$ cat src/lsu_pkg.sv
`default_nettype none

package lsu_pkg;

    // data and address width
    localparam int XLEN     = 64;
    localparam int INST_LEN = 32;

    // major opcode, instruction bits 6..2
    localparam logic [4:0] OPC_LOAD  = 5'b00000;
    localparam logic [4:0] OPC_STORE = 5'b01000;
    // bits 1..0 of every 32-bit encoding
    localparam logic [1:0] OPC_LOW_32 = 2'b11;

    // funct3 width codes, shared by loads and stores
    localparam logic [2:0] MEMOP_B  = 3'b000;
    localparam logic [2:0] MEMOP_H  = 3'b001;
    localparam logic [2:0] MEMOP_W  = 3'b010;
    localparam logic [2:0] MEMOP_D  = 3'b011;
    localparam logic [2:0] MEMOP_BU = 3'b100;
    localparam logic [2:0] MEMOP_HU = 3'b101;
    localparam logic [2:0] MEMOP_WU = 3'b110;

    // data ram geometry, in doublewords
    localparam int RAM_WORDS = 256;
    localparam int RAM_AW    = 8;

    typedef logic [XLEN-1:0]     xlen_t;
    typedef logic [INST_LEN-1:0] inst_t;
    typedef logic [2:0]          memop_t;
    typedef logic [7:0]          strb_t;
    typedef logic [RAM_AW-1:0]   ram_idx_t;

    // first byte address past the ram
    localparam xlen_t RAM_BYTES = xlen_t'(RAM_WORDS * 8);

    // lsu sequencing, one access at a time
    typedef enum logic [1:0] {
        IDLE,
        SETUP,
        ACCESS,
        DONE
    } lsu_state_e;

endpackage

`default_nettype wire

$ cat src/ls_ctrl.sv
`timescale 1ns/1ps
`default_nettype none

module ls_ctrl (
    // current and previous instruction
    input  wire lsu_pkg::inst_t  instr_i,
    input  wire lsu_pkg::inst_t  instr_last_i,
    // register operand and write-back value of the previous instruction
    input  wire lsu_pkg::xlen_t  rs2_i,
    input  wire lsu_pkg::xlen_t  wb_data_i,
    // decoded operation
    output logic                 wren_o,
    output logic                 rden_o,
    output lsu_pkg::memop_t      memop_o,
    output lsu_pkg::xlen_t       wr_data_o
);

    logic cur_32b;
    logic last_32b;
    logic last_is_load;
    logic rs2_hit;
    logic fwd_en;

    // only full-length encodings count as memory ops
    assign cur_32b  = (instr_i[1:0] == lsu_pkg::OPC_LOW_32);
    assign last_32b = (instr_last_i[1:0] == lsu_pkg::OPC_LOW_32);

    // class from the major opcode
    assign wren_o = cur_32b && (instr_i[6:2] == lsu_pkg::OPC_STORE);
    assign rden_o = cur_32b && (instr_i[6:2] == lsu_pkg::OPC_LOAD);

    // funct3 carries width and signedness
    assign memop_o = instr_i[14:12];

    // load-to-store forwarding
    // previous load has not reached the register file yet
    assign last_is_load = last_32b && (instr_last_i[6:2] == lsu_pkg::OPC_LOAD);
    // rd of the load against rs2 of this instruction
    assign rs2_hit = (instr_i[24:20] == instr_last_i[11:7]);
    assign fwd_en  = last_is_load && rs2_hit;

    // store data, bypassed when the operand is stale
    assign wr_data_o = fwd_en ? wb_data_i : rs2_i;

endmodule

`default_nettype wire

$ cat config.mk
export PLATFORM = sky130hd
export DESIGN_NAME = ls_ctrl
export DESIGN_NICKNAME = d
export VERILOG_FILES = /design/src/lsu_pkg.sv /design/src/ls_ctrl.sv
export SDC_FILE = /design/constraint.sdc
export NUM_CORES = 1
export LEC_CHECK = 0
export BUFFER_PORTS_ARGS = -buffer_cell sky130_fd_sc_hd__buf_4
export CAP_MARGIN = 25
export CORE_AREA = 2 2 101 103
export DETAILED_ROUTE_END_ITERATION = 10
export DIE_AREA = 0 0 103 105
export MAX_ROUTING_LAYER = met4
export PLACE_DENSITY = 0.42
export SLEW_MARGIN = 20
export SYNTH_ARGS = -nofsm -noshare
export SYNTH_HDL_FRONTEND = slang
export SYNTH_SLANG_ARGS = --single-unit
$ cat constraint.sdc
create_clock -name vclk -period 4.8
set_clock_uncertainty 0.15 [all_clocks]
set_input_delay 0 -clock vclk [all_inputs]
set_output_delay 0 -clock vclk [all_outputs]
set_load 0.01 [all_outputs]
======== Word-level counts from Yosys, hierarchy flattened ========
Index checks and enable logic that the tools add are counted.
word-level totals
  bits in registers ....................... 0
  input port bits ......................... 192
  output and inout port bits .............. 69
  word-level logic and storage cells ...... 11
operators by class
  eq/ne operators ......................... 4
  mux-type cells .......................... 1
  reductions and logical operators ........ 6
operator list
  cell                                           number
  2-to-1 mux 64 bit                              1
  zero test 5 bit                                2
  == test 5 x 4 -> 1 bit, second input constant  1
  == test 5 bit                                  1
  == test 2 bit, second input constant           2
  logical AND 1 bit                              4

======== Depth between registers and ports, before layout ========
Gate-level depths: netlist of the first run.
  word-level depth ........................ 4
  depth in mapped cells ................... 5
  depth with buffers taken out ............ 4

======== Worst setup path before layout of the first run ========
Ideal clock, no wire load.
  kind .................................... input -> output
  start ................................... input port instr_last_i[11]
  end ..................................... output port wr_data_o[4]
  arrival ................................. 1.464 ns
  data required time ...................... 4.650 ns
  setup slack ............................. 3.186 ns
  stages on the path ...................... 5
  path buffers ............................ 1
  cells stage by stage .................... xnor2_1 nand3_1 nor4_4 buf_6 mux2_1
between the ends
  word-level cells in the longest chain between the ends .. 3
ends and longest elaborated chain
  item               line           RTL
  from (decl)        ls_ctrl.sv:7   input wire lsu_pkg::inst_t instr_last_i,
  == test 5 bit      ls_ctrl.sv:39  assign rs2_hit = (instr_i[24:20] == instr_last_i[11:7]);
  logical AND 1 bit  ls_ctrl.sv:40  assign fwd_en = last_is_load && rs2_hit;
  2-to-1 mux 64 bit  ls_ctrl.sv:43  assign wr_data_o = fwd_en ? wb_data_i : rs2_i;
  to (decl)          ls_ctrl.sv:15  output lsu_pkg::xlen_t wr_data_o
No other way between the ends.

======== Final worst setup path of the first run ========
  start ................................... input port instr_last_i[10]
  end ..................................... output port wr_data_o[0]
The elaborated chain is that of the path after synthesis.

==> results of run 1 <==
[cells in the final DEF, fill, tap and decap left out, drive strengths merged]
master and count:
xor2 2, dlygate4sd3 3, xnor2 3, nor3 1, mux2 64, buf 219
nand3 2, nand4 1, nor2 3, nor4 2, inv 1
[through the flow]
stage	std cells	setup slack [ns]	utilization	hold slack, ns
6_report	434	2.711	0.2769	0.09879
5_1_grt	434	2.559	0.2769	0.1192
4_1_cts	434	2.675	0.2769	0.1020
3_5_place_dp	431	2.669	0.2738	-0.1499
3_3_place_gp	431	2.661	0.2738	-0.1499
2_1_floorplan	88	3.186	-	-0.1025
[per-layer routing]
| metal | share of wire | track usage |
|---|---|---|
| met1 | 0.31 | 0.06611 |
| met2 | 0.55 | 0.1642 |
| met3 | 0.13 | 0.01538 |
| met4 | 0.0042 | 0.002820 |
| met5 | 0 | - |
[where the power goes]
part / total [mW] / switching [mW] / leakage [nW] / internal, mW
registers: 0 / 0 / 0 / 0
clock network: 0 / 0 / 0 / 0
logic: 0.187 / 0.0531 / 1.33 / 0.134
total: 0.187 / 0.0531 / 1.33 / 0.134
[synthesized netlist by cell type]
cell / instances / area, um2
buf_4: 3 / 22.52
nand4_1: 1 / 6.260
nor3_1: 1 / 5.000
nand3_1: 2 / 10.01
nor4_4: 1 / 21.27
xor2_1: 2 / 17.52
mux2_2: 58 / 653.1
inv_1: 1 / 3.750
xnor2_1: 3 / 26.28
nor2_1: 3 / 11.26
buf_6: 6 / 67.56
mux2_1: 6 / 67.56
nor4_1: 1 / 6.260
[cell type report]
| type | instances | area (um2) | area share |
|---|---|---|---|
| timing repair buffer | 222 | 1674 | 0.6273 |
| multi-input combinational | 78 | 824.5 | 0.3090 |
| inverter | 1 | 3.754 | 0.001406 |
| tap | 133 | 166.4 | 0.06235 |
[worst max-delay path by stage]
stage,end,slack (ns),cells past startpoint
floorplan,wr_data_o[4],3.19,5
global placement,wr_data_o[1],2.66,7
detailed placement,wr_data_o[54],2.67,7
CTS,wr_data_o[54],2.67,7
global route,wr_data_o[62],2.56,7
finish,wr_data_o[0],2.71,7
[cells by family (layout without fill, tap and decap cells)]
group         after synthesis  in the layout  share of synthesized area
xor+xnor                    5              5                    0.04769
buf+inv                    10            223                     0.1022
mux                        64             64                     0.7847
simple gates                9              9                    0.06540
[repair_timing]
action	CTS	global route
gates resized for setup	0	0
hold buffers	3	0
endpoints found under the hold margin	3	0
[worst max-delay path: stages]
cell     delay [ns]
buf_4          0.11
xnor2_1        0.14
nand3_1        0.13
nor4_4         0.27
buf_4          0.66
mux2_2         0.42
buf_4          0.15
==> impl_metrics.env, run 1 <==
export IMPL_route_antenna_remaining_nets=0
export IMPL_setup_tns_ns=0
export IMPL_grt_pass1_vias=1405
export IMPL_grt_max_degree=65
export IMPL_rows=36
export IMPL_whs_path_depth=3
export IMPL_n_clock_buffer=0
export IMPL_placed_area_um2=2639
export IMPL_postCtsSetupBuffers=0
export IMPL_fin_nets=495
export IMPL_syn_area_um2=918.4
export IMPL_dieArea_um2=10820
export IMPL_totalWireLength_um=5030
export IMPL_rsz0062_at_grt="no"
export IMPL_first_iter_violations=19
export IMPL_die_w_um=103
export IMPL_io_pins=261
export IMPL_layout_worst_path_cycle_share=0.4353
export IMPL_fin_area_um2=2669
export IMPL_track_usage=0.07558
export IMPL_synth_avg_cell_area_um2=10.44
export IMPL_status="completed"
export IMPL_worst_setup_path_end_kind="output pin"
export IMPL_hold_violations=0
export IMPL_arrival_ns=1.94
export IMPL_p_leak_nw=1.329
export IMPL_fin_crit_ns=2.089
export IMPL_hp_class="primary input to output pin"
export IMPL_diodes=0
export IMPL_gp_congestion=0.6770
export IMPL_cp_start_kind="primary input"
export IMPL_p_per_area_nw_per_um2=70.05
export IMPL_antenna_found_initial=0
export IMPL_synth_net_count=280
export IMPL_port_buffers=218
export IMPL_syn_inst=88
export IMPL_worst_pin_slew_ns=0.8072
export IMPL_cap_violations=0
export IMPL_drive_gt1_frac=0.9236
export IMPL_crit_start="instr_last_i[10]"
export IMPL_place_hpwl_um=4365
export IMPL_die_h_um=105
export IMPL_first_pass_iters=4
export IMPL_worst_hold_path_endpoint="rden_o"
export IMPL_vdd_ir_drop_max_mv=0.01481
export IMPL_design_seq_count=0
export IMPL_grt_pass1_wl_um=6492
export IMPL_vias_per_cell=3.544
export IMPL_vias=1538
export IMPL_crit_fanout=64
export IMPL_regArea_um2=0
export IMPL_ys_types=13
export IMPL_worstHoldStart="instr_i[5]"
export IMPL_fp_coreArea_um2=9639
export IMPL_grt_ovfl_total=0
export IMPL_area_growth_pct=190.6
export IMPL_finalSetupViolCount=0
export IMPL_wl_per_cell_um=11.59
export IMPL_cp_required_ns=4.65
export IMPL_seq_area_frac_synth=0
export IMPL_nFillCells=1063
export IMPL_finalPower_mw=0.1870
export IMPL_fmax_mhz=478.6
export IMPL_relSlewSlack=0.4619
export IMPL_drcViolationCount=0
export IMPL_yosys_warnings=0
export IMPL_criticalPathCategory="primary input to output pin"
export IMPL_initial_core_util=0.09528
export IMPL_drv_slew=0
Note: power is estimated with default switching activity, not from simulation.
==> run 2, diff against run 1 <==
Clock period 4.8 ns to 2 ns, I/O delays scaled along.
==> impl_metrics.env, run 2 (same netlist as run 1, synthesis figures left out) <==
export IMPL_worstHoldStart="instr_i[5]"
export IMPL_finalSetupViolCount=0
export IMPL_grt_ovfl_total=0
export IMPL_p_leak_nw=1.331
export IMPL_fin_crit_ns=1.813
export IMPL_fmax_mhz=551.6
export IMPL_cp_cell_sequence="buf_4, xnor2_1, nand3_1, nor4_4, buf_12, mux2_2, buf_4"
export IMPL_grt_pass1_wl_um=7031
export IMPL_drv_slew=0
export IMPL_regArea_um2=0
export IMPL_worst_pin_slew_ns=0.3378
export IMPL_cap_violations=0
export IMPL_place_hpwl_um=4484
export IMPL_cts_resized=0
export IMPL_nFillCells=1073
export IMPL_first_pass_iters=4
export IMPL_worst_setup_path_end_kind="output pin"
export IMPL_rsz0062_at_grt="no"
export IMPL_dieArea_um2=10820
export IMPL_status="completed"
export IMPL_layout_worst_path_cycle_share=0.9065
export IMPL_n_clock_buffer=0
export IMPL_antenna_found_initial=0
export IMPL_grt_pass1_vias=1578
export IMPL_initial_core_util=0.09528
export IMPL_crit_start="instr_last_i[10]"
export IMPL_gp_congestion=0.6704
export IMPL_drive_gt1_frac=0.9236
export IMPL_io_pins=261
export IMPL_diodes=0
export IMPL_crit_fanout=64
export IMPL_vdd_ir_drop_max_mv=0.03578
export IMPL_totalWireLength_um=5101
export IMPL_die_w_um=103
export IMPL_setup_tns_ns=0
export IMPL_critPathMaxStageDelay_ns=0.39
export IMPL_wl_per_cell_um=11.75
export IMPL_critPathTopFamily="buffers and inverters"
export IMPL_crit_top_cell="buf_4"
export IMPL_design_seq_count=0
export IMPL_criticalPathCategory="primary input to output pin"
export IMPL_drcViolationCount=0
export IMPL_port_buffers=218
export IMPL_whs_path_depth=3
export IMPL_relSlewSlack=0.7748
export IMPL_fp_coreArea_um2=9639
export IMPL_vias=1572
export IMPL_p_per_area_nw_per_um2=167.6
export IMPL_cp_num_cells=7
export IMPL_fin_nets=495
export IMPL_multi_input_area_um2=824.5
export IMPL_final_cell_mix="218 x buf_4, 58 x mux2_2, 6 x mux2_1"
export IMPL_cp_required_ns=1.85
export IMPL_final_common_cell="buf_4"
export IMPL_rows=36
export IMPL_hold_violations=0
export IMPL_cp_slowest_cell="mux2_2"
export IMPL_hp_class="primary input to output pin"
export IMPL_grt_max_degree=65
export IMPL_die_h_um=105
export IMPL_first_iter_violations=31
export IMPL_vias_per_cell=3.622
export IMPL_arrival_ns=1.66
export IMPL_instances_no_fill=434
export IMPL_worst_path_buf_inv=3
export IMPL_area_growth_pct=192.0
export IMPL_cp_start_kind="primary input"
export IMPL_track_usage=0.08085
export IMPL_route_antenna_remaining_nets=0
export IMPL_place_inst=431
==> run 2: what timing repair did <==
item	CTS	global route
hold buffers	3	0
endpoints found under the hold margin	3	0
buffers inserted	0	0
endpoints found under the setup margin	0	0
==> run 2: worst paths after layout <==
kind | slack, ns | endpoint
setup / recovery | 0.19 | wr_data_o[1]
hold / removal | 0.1 | rden_o
==> run 2: power breakdown <==
part / leakage, nW / internal, mW / switching (mW)
Clock: 0 / 0 / 0
Combinational: 1.33 / 0.321 / 0.128
Sequential: 0 / 0 / 0
==> run 2: layout make-up <==
class,count,share of cell area
inverters,1,0.001400
multi-input cells,78,0.3075
well taps,133,0.06206
repair buffers,222,0.6290
==> run 2: per-layer routing <==
metal / vias to the layer above / wire [um] / global-route usage / share of wire
met5: - / 0 / - / 0
met4: 0 / 0 / 0 / 0
met3: 0 / 687 / 0.01806 / 0.13
met2: 117 / 2956 / 0.1786 / 0.58
met1: 701 / 1457 / 0.06851 / 0.29
li1: 754 / - / - / -
==> run 2: per-stage QoR <==
| stage | utilization | setup WS, ns | hold WS [ns] | instance area (um2) | power (mW) |
|---|---|---|---|---|---|
| 2_1_floorplan | - | 0.3864 | -0.1025 | 918.4 | 0.1225 |
| 3_3_place_gp | 0.2751 | 0.1726 | -0.1499 | 2651 | 0.4439 |
| 3_5_place_dp | 0.2751 | 0.1726 | -0.1499 | 2651 | 0.4489 |
| 4_1_cts | 0.2782 | 0.1623 | 0.1009 | 2681 | 0.4571 |
| 5_1_grt | 0.2782 | 0.07783 | 0.1111 | 2681 | 0.4853 |
| 6_report | 0.2782 | 0.1871 | 0.09833 | 2681 | 0.4495 |
