<file path="src/lsu_pkg.sv">
`default_nettype none

package lsu_pkg;

    // data and address width
    localparam int XLEN     = 64;
    localparam int INST_LEN = 32;

    // major opcode, instruction bits 6..2
    localparam logic [4:0] OPC_LOAD  = 5'b00000;
    localparam logic [4:0] OPC_STORE = 5'b01000;
    // bits 1..0 of every 32-bit encoding
    localparam logic [1:0] OPC_LOW_32 = 2'b11;

    // funct3 width codes, shared by loads and stores
    localparam logic [2:0] MEMOP_B  = 3'b000;
    localparam logic [2:0] MEMOP_H  = 3'b001;
    localparam logic [2:0] MEMOP_W  = 3'b010;
    localparam logic [2:0] MEMOP_D  = 3'b011;
    localparam logic [2:0] MEMOP_BU = 3'b100;
    localparam logic [2:0] MEMOP_HU = 3'b101;
    localparam logic [2:0] MEMOP_WU = 3'b110;

    // data ram geometry, in doublewords
    localparam int RAM_WORDS = 256;
    localparam int RAM_AW    = 8;

    typedef logic [XLEN-1:0]     xlen_t;
    typedef logic [INST_LEN-1:0] inst_t;
    typedef logic [2:0]          memop_t;
    typedef logic [7:0]          strb_t;
    typedef logic [RAM_AW-1:0]   ram_idx_t;

    // first byte address past the ram
    localparam xlen_t RAM_BYTES = xlen_t'(RAM_WORDS * 8);

    // lsu sequencing, one access at a time
    typedef enum logic [1:0] {
        IDLE,
        SETUP,
        ACCESS,
        DONE
    } lsu_state_e;

endpackage

`default_nettype wire

</file>
<file path="src/lsu.sv">
`timescale 1ns/1ps
`default_nettype none

module lsu (
    input  wire                  clk,
    input  wire                  arst_n_i,
    // request handshake
    input  wire                  valid_i,
    output logic                 ready_o,
    input  wire                  wren_i,
    input  wire                  rden_i,
    input  wire lsu_pkg::memop_t memop_i,
    input  wire lsu_pkg::xlen_t  addr_i,
    input  wire lsu_pkg::xlen_t  wr_data_i,
    // completion
    output logic                 done_o,
    output logic                 err_o,
    output lsu_pkg::xlen_t       ls_res_o,
    // apb master
    output logic                 psel_o,
    output logic                 penable_o,
    output logic                 pwrite_o,
    output lsu_pkg::xlen_t       paddr_o,
    output lsu_pkg::xlen_t       pwdata_o,
    output lsu_pkg::strb_t       pstrb_o,
    input  wire lsu_pkg::xlen_t  prdata_i,
    input  wire                  pready_i,
    input  wire                  pslverr_i
);

    lsu_pkg::lsu_state_e state_q;
    lsu_pkg::lsu_state_e state_d;

    logic            accept;
    logic            xfer_end;
    logic            misaligned;
    logic            bad_width;
    logic            req_err;
    lsu_pkg::strb_t  size_mask;
    lsu_pkg::strb_t  strb_lane;
    lsu_pkg::xlen_t  wdata_lane;
    lsu_pkg::xlen_t  rd_shift;
    lsu_pkg::xlen_t  load_val;

    // registered request
    logic            err_q;
    logic            wr_q;
    logic            rd_q;
    lsu_pkg::memop_t memop_q;
    lsu_pkg::xlen_t  addr_q;
    lsu_pkg::xlen_t  wdata_q;
    lsu_pkg::strb_t  strb_q;
    lsu_pkg::xlen_t  res_q;

    assign ready_o  = (state_q == lsu_pkg::IDLE);
    assign accept   = valid_i && ready_o;
    // last cycle of the access phase
    assign xfer_end = (state_q == lsu_pkg::ACCESS) && pready_i;

    // byte mask and alignment by access size
    always_comb begin
        case (memop_i[1:0])
            2'd0: begin
                size_mask  = 8'h01;
                misaligned = 1'b0;
            end
            2'd1: begin
                size_mask  = 8'h03;
                misaligned = addr_i[0];
            end
            2'd2: begin
                size_mask  = 8'h0f;
                misaligned = (addr_i[1:0] != 2'b00);
            end
            default: begin
                size_mask  = 8'hff;
                misaligned = (addr_i[2:0] != 3'b000);
            end
        endcase
    end

    // unsigned stores and ldu do not exist
    assign bad_width = (wren_i && memop_i[2]) || (rden_i && (&memop_i));
    assign req_err   = !(wren_i || rden_i) || misaligned || bad_width;

    // store data into its byte lanes, no strobes on reads
    assign wdata_lane = wr_data_i << {addr_i[2:0], 3'b000};
    assign strb_lane  = wren_i ? lsu_pkg::strb_t'(size_mask << addr_i[2:0]) : '0;

    // load extraction from the addressed lane
    assign rd_shift = prdata_i >> {addr_q[2:0], 3'b000};

    always_comb begin
        case (memop_q)
            lsu_pkg::MEMOP_B:  load_val = {{(lsu_pkg::XLEN-8){rd_shift[7]}}, rd_shift[7:0]};
            lsu_pkg::MEMOP_H:  load_val = {{(lsu_pkg::XLEN-16){rd_shift[15]}}, rd_shift[15:0]};
            lsu_pkg::MEMOP_W:  load_val = {{(lsu_pkg::XLEN-32){rd_shift[31]}}, rd_shift[31:0]};
            lsu_pkg::MEMOP_BU: load_val = {{(lsu_pkg::XLEN-8){1'b0}}, rd_shift[7:0]};
            lsu_pkg::MEMOP_HU: load_val = {{(lsu_pkg::XLEN-16){1'b0}}, rd_shift[15:0]};
            lsu_pkg::MEMOP_WU: load_val = {{(lsu_pkg::XLEN-32){1'b0}}, rd_shift[31:0]};
            default:           load_val = rd_shift;
        endcase
    end

    // sequencing
    always_comb begin
        state_d = state_q;
        case (state_q)
            lsu_pkg::IDLE: begin
                // rejected requests skip the bus
                if (accept) begin
                    state_d = req_err ? lsu_pkg::DONE : lsu_pkg::SETUP;
                end
            end
            lsu_pkg::SETUP: begin
                state_d = lsu_pkg::ACCESS;
            end
            lsu_pkg::ACCESS: begin
                // stall while the slave holds pready low
                if (pready_i) begin
                    state_d = lsu_pkg::DONE;
                end
            end
            default: begin
                state_d = lsu_pkg::IDLE;
            end
        endcase
    end

    always_ff @(posedge clk or negedge arst_n_i) begin
        if (!arst_n_i) begin
            state_q <= lsu_pkg::IDLE;
            err_q   <= 1'b0;
        end else begin
            state_q <= state_d;
            if (accept) begin
                err_q <= req_err;
            end else if (xfer_end) begin
                err_q <= pslverr_i;
            end
        end
    end

    always_ff @(posedge clk) begin
        if (accept) begin
            wr_q    <= wren_i;
            rd_q    <= rden_i;
            memop_q <= memop_i;
            addr_q  <= addr_i;
            wdata_q <= wdata_lane;
            strb_q  <= strb_lane;
            // stores and errors report zero
            res_q   <= '0;
        end else if (xfer_end && rd_q && !pslverr_i) begin
            res_q   <= load_val;
        end
    end

    assign done_o   = (state_q == lsu_pkg::DONE);
    assign err_o    = err_q;
    assign ls_res_o = res_q;

    // bus outputs come from registers, stable across wait states
    assign psel_o    = (state_q == lsu_pkg::SETUP) || (state_q == lsu_pkg::ACCESS);
    assign penable_o = (state_q == lsu_pkg::ACCESS);
    assign pwrite_o  = wr_q;
    assign paddr_o   = {addr_q[lsu_pkg::XLEN-1:3], 3'b000};
    assign pwdata_o  = wdata_q;
    assign pstrb_o   = strb_q;

endmodule

`default_nettype wire

</file>
<file path="config.mk">
export PLATFORM = sky130hd
export DESIGN_NAME = lsu
export DESIGN_NICKNAME = d
export VERILOG_FILES = /design/src/lsu_pkg.sv /design/src/lsu.sv
export SDC_FILE = /design/constraint.sdc
export NUM_CORES = 1
export LEC_CHECK = 0
export BUFFER_PORTS_ARGS = -buffer_cell sky130_fd_sc_hd__clkbuf_2
export CORE_ASPECT_RATIO = 2
export CORE_MARGIN = 3
export CORE_UTILIZATION = 47
export CTS_BUF_LIST = sky130_fd_sc_hd__clkbuf_4 sky130_fd_sc_hd__clkbuf_8
export CTS_CLUSTER_SIZE = 16
export DETAILED_ROUTE_END_ITERATION = 10
export GPL_TIMING_DRIVEN = 0
export PLACE_DENSITY = 0.85
export SLEW_MARGIN = 20
export SYNTH_ARGS = -nofsm -noshare
export SYNTH_HDL_FRONTEND = slang
export SYNTH_SLANG_ARGS = --single-unit
export TNS_END_PERCENT = 20
</file>
<file path="constraint.sdc">
create_clock -name clk -period 4.87 [get_ports clk]
set_input_delay 0.487 -clock clk [delete_from_list [all_inputs] [get_ports clk]]
set_output_delay 0.487 -clock clk [all_outputs]
set_load 0.02 [all_outputs]
</file>
### Word-level counts from Yosys, hierarchy flattened

Cells that the tools add are included.

| operators by class | value |
|---|---|
| muxes and demuxes | 9 |
| shifts and indexed selects | 3 |
| reduce and logical (&&, ||, !) cells | 21 |
| equality and inequality tests | 12 |

Operators with widths:

| operator | number |
|---|---|
| 64-bit case mux with 6 select lines | 1 |
| 64-bit by 6-bit << shifter with 64-bit output | 1 |
| 64-bit by 6-bit right shift with 64-bit output | 1 |
| 8-bit case mux with 3 select lines | 1 |
| 3-bit == test, second input constant | 3 |
| 8-bit by 3-bit << shifter with 8-bit output | 1 |
| 2-bit == test, second input constant | 3 |
| 1-bit logical AND | 6 |
| 2-bit two-way mux | 3 |
| 2-bit case mux with 3 select lines | 1 |
| 1-bit logical OR | 5 |
| 2-bit by 1-bit == test with 1-bit output, second input constant | 2 |
| 2-bit logical NOT | 2 |
| 2-bit by 1-bit inequality test with 1-bit output, second input constant | 2 |
| 2-bit nonzero test | 2 |
| 3-bit by 1-bit == test with 1-bit output, second input constant | 1 |
| 3-bit by 2-bit == test with 1-bit output, second input constant | 1 |
| 3-bit logical NOT | 1 |
| 1-bit case mux with 3 select lines | 1 |
| 3-bit AND reduction | 1 |
| 3-bit nonzero test | 1 |
| 1-bit logical NOT | 2 |
| 1-bit two-way mux | 2 |
| 2-bit AND reduction | 1 |

| storage, ports and cells | value |
|---|---|
| register bits | 208 |
| bits of input ports | 202 |
| output and inout bits | 206 |

### Depth between registers and ports, before layout

| depth | value |
|---|---|
| depth in word-level cells | 7 |
| gate-level depth with buffers | 9 |
| depth with buffers taken out | 7 |

### Least setup slack after synthesis

OpenSTA, ideal clock, no wires.

| path | value |
|---|---|
| path type | register to register |
| start point | register state_q[0] |
| end point | register addr_q[0], enable pin |
| slack | -0.687 ns |
| path buffers | 1 |
| data required time | 4.308 ns |
| stages on the path, launching flop included | 6 |
| data arrival time | 4.995 ns |
| setup time | 0.562 ns |
| clock period less this slack | 5.557 ns |
| path through | dfrtp_1 > inv_1 > ha_1 > nand2_1 > inv_1 > clkbuf_1 |

| between the ends | value |
|---|---|
| longest elaborated chain between the ends | 2 |

RTL lines:

| what | RTL line | RTL |
|---|---|---|
| from (decl) | lsu.sv:31 | `lsu_pkg::lsu_state_e state_q;` |
| from (signal assigned) | lsu.sv:132 | `state_q <= lsu_pkg::IDLE;` |
| from (signal assigned) | lsu.sv:135 | `state_q <= state_d;` |
| 2-bit logical NOT | lsu.sv:55 | `assign ready_o = (state_q == lsu_pkg::IDLE);` |
| named net ready_o | lsu.sv:9 | `output logic ready_o,` |
| 1-bit logical AND | lsu.sv:56 | `assign accept = valid_i && ready_o;` |
| named net accept | lsu.sv:34 | `logic accept;` |
| to (signal assigned) | lsu.sv:149 | `addr_q <= addr_i;` |
| to (decl) | lsu.sv:50 | `lsu_pkg::xlen_t addr_q;` |

The timed path passes the listed nets, and every way through them passes these cells.
A chain may end at the register's enable or synchronous reset.

### Worst setup path after layout

| path | value |
|---|---|
| start point | register state_q[0] |
| end point | register res_q[34] (netlist: ls_res_o[34]) |

| between the ends | value |
|---|---|
| longest elaborated chain between the ends | 4 |

RTL lines:

| what | RTL line | RTL |
|---|---|---|
| 2-bit == test | lsu.sv:58 | `assign xfer_end = (state_q == lsu_pkg::ACCESS) && pready_i;` |
| 1-bit logical AND | lsu.sv:58 |  |
| 1-bit logical AND (2 in a row) | lsu.sv:154 | `end else if (xfer_end && rd_q && !pslverr_i) begin` |
| to (signal assigned) | lsu.sv:155 | `res_q <= load_val;` |
| to (decl) | lsu.sv:53 | `lsu_pkg::xlen_t res_q;` |

Parallel ways exist; a longest one is shown, timed or not.

==> summary.txt <==
Run status
  • Outcome: finished clean

Finish
  • Share of layout cells above drive strength 1: 0.480
  • Most frequent cells in the layout: clkbuf_2, edfxtp_1, nand2_1
  • Layout Cells excl Fill: 1,707
  • Finished Core Util: 0.617
  • Final nets: 1,609
  • Number of diodes: 0
  • Area growth from synthesis to layout: 28.0%
  • Most common cell after layout, fill and taps aside: clkbuf_2

Global route
  • Tot GR Track Use: 0.319
  • Global-route wire length before repair: 61,200 µm
  • GR Overflow Total: 0
  • Vias in the first global route: 10,500
  • Initial antenna violation count: 3
  • Largest net degree at the start of global routing: 89

Floorplan
  • Initial Utilization: 0.482
  • Die X: 114 µm
  • DIE HEIGHT: 223 µm
  • Die area: 25,500 µm²
  • I/O Pins: 408
  • Core area: 22,900 µm²
  • Standard-cell rows: 78

Clock tree
  • H-tree Lvls: 1
  • CTS Sinks: 208
  • Clock buffer depth: 3
  • TritonCTS Buffers: 30
  • Clock Pin Slew Worst Setup and Hold Paths: 0.07 ns
  • Post_cts resized: 0
  • Clock root cell: clkbuf_8
  • Total setup buffers inserted after CTS: 0
  • Worst-Skew Late Latency: 0.59 ns
  • CTS tree: built
  • Number of hold buffers added after cts: 1

Power
  • Internal power: 4340 µW
  • Peak VDD IR: 0.350 mV
  • Leak pwr: 0.00608 µW
  • Net switching power: 2790 µW
  • Share of total power in combinational logic: 0.402
  • Sw frac: 0.391
  • Sequential Power Share: 0.382
  • PwrDens: 503 nW/µm²
  • Clock Power Share: 0.216

Timing
  • # setup viols final: 0
  • Final hold vios: 0
  • Measured slew at the worst slew-check pin: 1.05 ns
  • Final Worst Setup Slack: 1.84 ns
  • Setup Total Neg Slack: 0 ns
  • Layout Skew: 0.0142 ns
  • Final period util: 0.623
  • Slew headroom: 0.299
  • Final min period: 3.03 ns
  • Max Slew Vio Count: 0
  • RSZ-0062 raised after global routing: false
  • Max frequency: 330 MHz

Job
  • Max-Cap Viols: 0

Worst hold path
  • HP Class: in2reg

Route
  • Antenna Nets Post-Route: 0
  • Post-Route WL: 41,800 µm
  • DRT iter0 DRCs: 682
  • Routed length per instance: 24.5 µm
  • Vias post-DR: 9,908
  • Via/cell ratio: 5.80
  • Initial DRT Pass Iterations: 6
  • # DRC: 0

Yosys
  • EDFF count, synth: 141
  • Sequential share of the synthesized area: 0.506
  • Synth area leaders: edfxtp_1, dfxtp_1, mux4_2, mux2i_1, buf_4
  • Synth warn: 0
  • Post-synthesis async set-or-reset flop share: 0.0144
  • Post-Synthesis Cells: 964
  • Main synth FF type: edfxtp_1
  • Largest area contributor in the netlist: edfxtp_1
  • Synthesized area: 11,100 µm²
  • Unique masters post-synth: 52
  • Synth Register Bits: 208
  • Synth Area per Inst: 11.5 µm²
  • Top cell type's share of synthesized area: 0.383

Placement
  • Placed Cells incl. Taps: 1,651
  • RD Place Congestion: 1.01
  • Final HPWL DP: 33,100 µm
  • Place WS: 1.87 ns
  • # port buffers: 404

Worst setup path
  • WS Path Type: reg2reg
  • Crit end category: flop
  • Critical Path RT: 5.34 ns
  • Setup crit start kind: flop
  • Worst path bufs/invs: 2
  • Worst path cell trace: inv_1 -> ha_1 -> nand2_1 -> nor3b_2 -> o31ai_4 -> nor3_4 -> buf_6 -> a21oi_2
  • Critical path's top delay family: simple AND/OR/NAND/NOR gates
  • Max incr delay on CP: 0.85 ns
  • CP max-delay cell: nor3b_2
  • Worst endpoint data arrival time: 3.51 ns
  • CP max FO: 10
[final timing paths]
kind | end | slack (ns) | cells past startpoint | start
max | ls_res_o[34] | 1.84 | 8 | state_q[0]
min | addr_q[36] | 0.07 | 1 | addr_i[36]
max reg2reg | ls_res_o[34] | 1.84 | 8 | state_q[0]
min reg2reg | ls_res_o[7] | 0.50 | 2 | ls_res_o[7]
max in group asynchronous | err_o | 4.52 | 2 | arst_n_i
min in group asynchronous | state_q[0] | 0.23 | 2 | arst_n_i
[final cells by class]
type / instances / area [µm²]
Tap cell: 280 / 350
Timing Repair Buffer: 406 / 2060
Buffer: 143 / 862
Sequential cell: 208 / 5590
Fill cell: 1878 / 8780
Clock buffer: 49 / 574
Multi-Input combinational cell: 596 / 4550
Clock inverter: 6 / 92.6
Inverter: 19 / 71.3
[synthesized netlist by cell type, drive strengths merged, types with 2 or more instances]
library cell and instances:
dfxtp 64, inv 19, a211oi 18, and2 9, buf 101, a21oi 79, nor3 6, o31ai 3
ha 3, o2bb2ai 7, mux2 44, nor4 2, o21ai 79, clkbuf 42, nor2b 29, o211ai 3
nor3b 2, edfxtp 141, dfrtp 3, mux4 31, mux2i 56, or2 3, o221a 8, nand2b 13
a311oi 7, nor2 51, nand2 90, a22oi 14, o22ai 28
[per-stage QoR]
step           instance area [µm²]  hold slack, ns  total power [µW]
6_report                     14200          0.0672              7120
5_1_grt                      14200          0.0304              7460
4_1_cts                      14200          0.0196              7160
3_5_place_dp                 13500           0.293              5600
3_3_place_gp                 13400           0.290              5560
2_1_floorplan                11100           0.191              4540
[power groups by stage]
stage	clock [µW]	sequential [µW]	combinational, µW
detailed placement	0	2750	2850
global placement	0	2770	2790
CTS	1570	2720	2870
finish	1540	2720	2870
floorplan	0	3200	1340
global route	1650	2770	3050
[flip-flops by register name (all words and copies together), names as in the netlist]
| register | flops |
|---|---|
| pwdata_o | 64 |
| memop_q | 3 |
| rd_q | 1 |
| pwrite_o | 1 |
| state_q | 2 |
| err_o | 1 |
| pstrb_o | 8 |
| addr_q | 64 |
| ls_res_o | 64 |
[kinds of logic (layout without fill, tap and decap cells)]
kind of cell	count (synthesis)	count (layout)	share of synthesized area
adder cells (fa/ha/maj)	3	3	0.00339
AND/OR/NAND/NOR	208	208	0.0889
AO/OA/AOI/OAI	251	251	0.159
other	1	3	0.000339
buffers and inverters	162	623	0.0835
multiplexers	131	131	0.159
flip-flops	208	208	0.506
[layer usage]
layer  vias to the layer above  share of wire  track usage
li1                       4374              -            -
met1                      4671           0.30        0.301
met2                       669           0.53        0.570
met3                       188          0.090       0.0828
met4                         6          0.086        0.242
met5                         -        0.00084            0
Power figures use the tool's default switching activity.
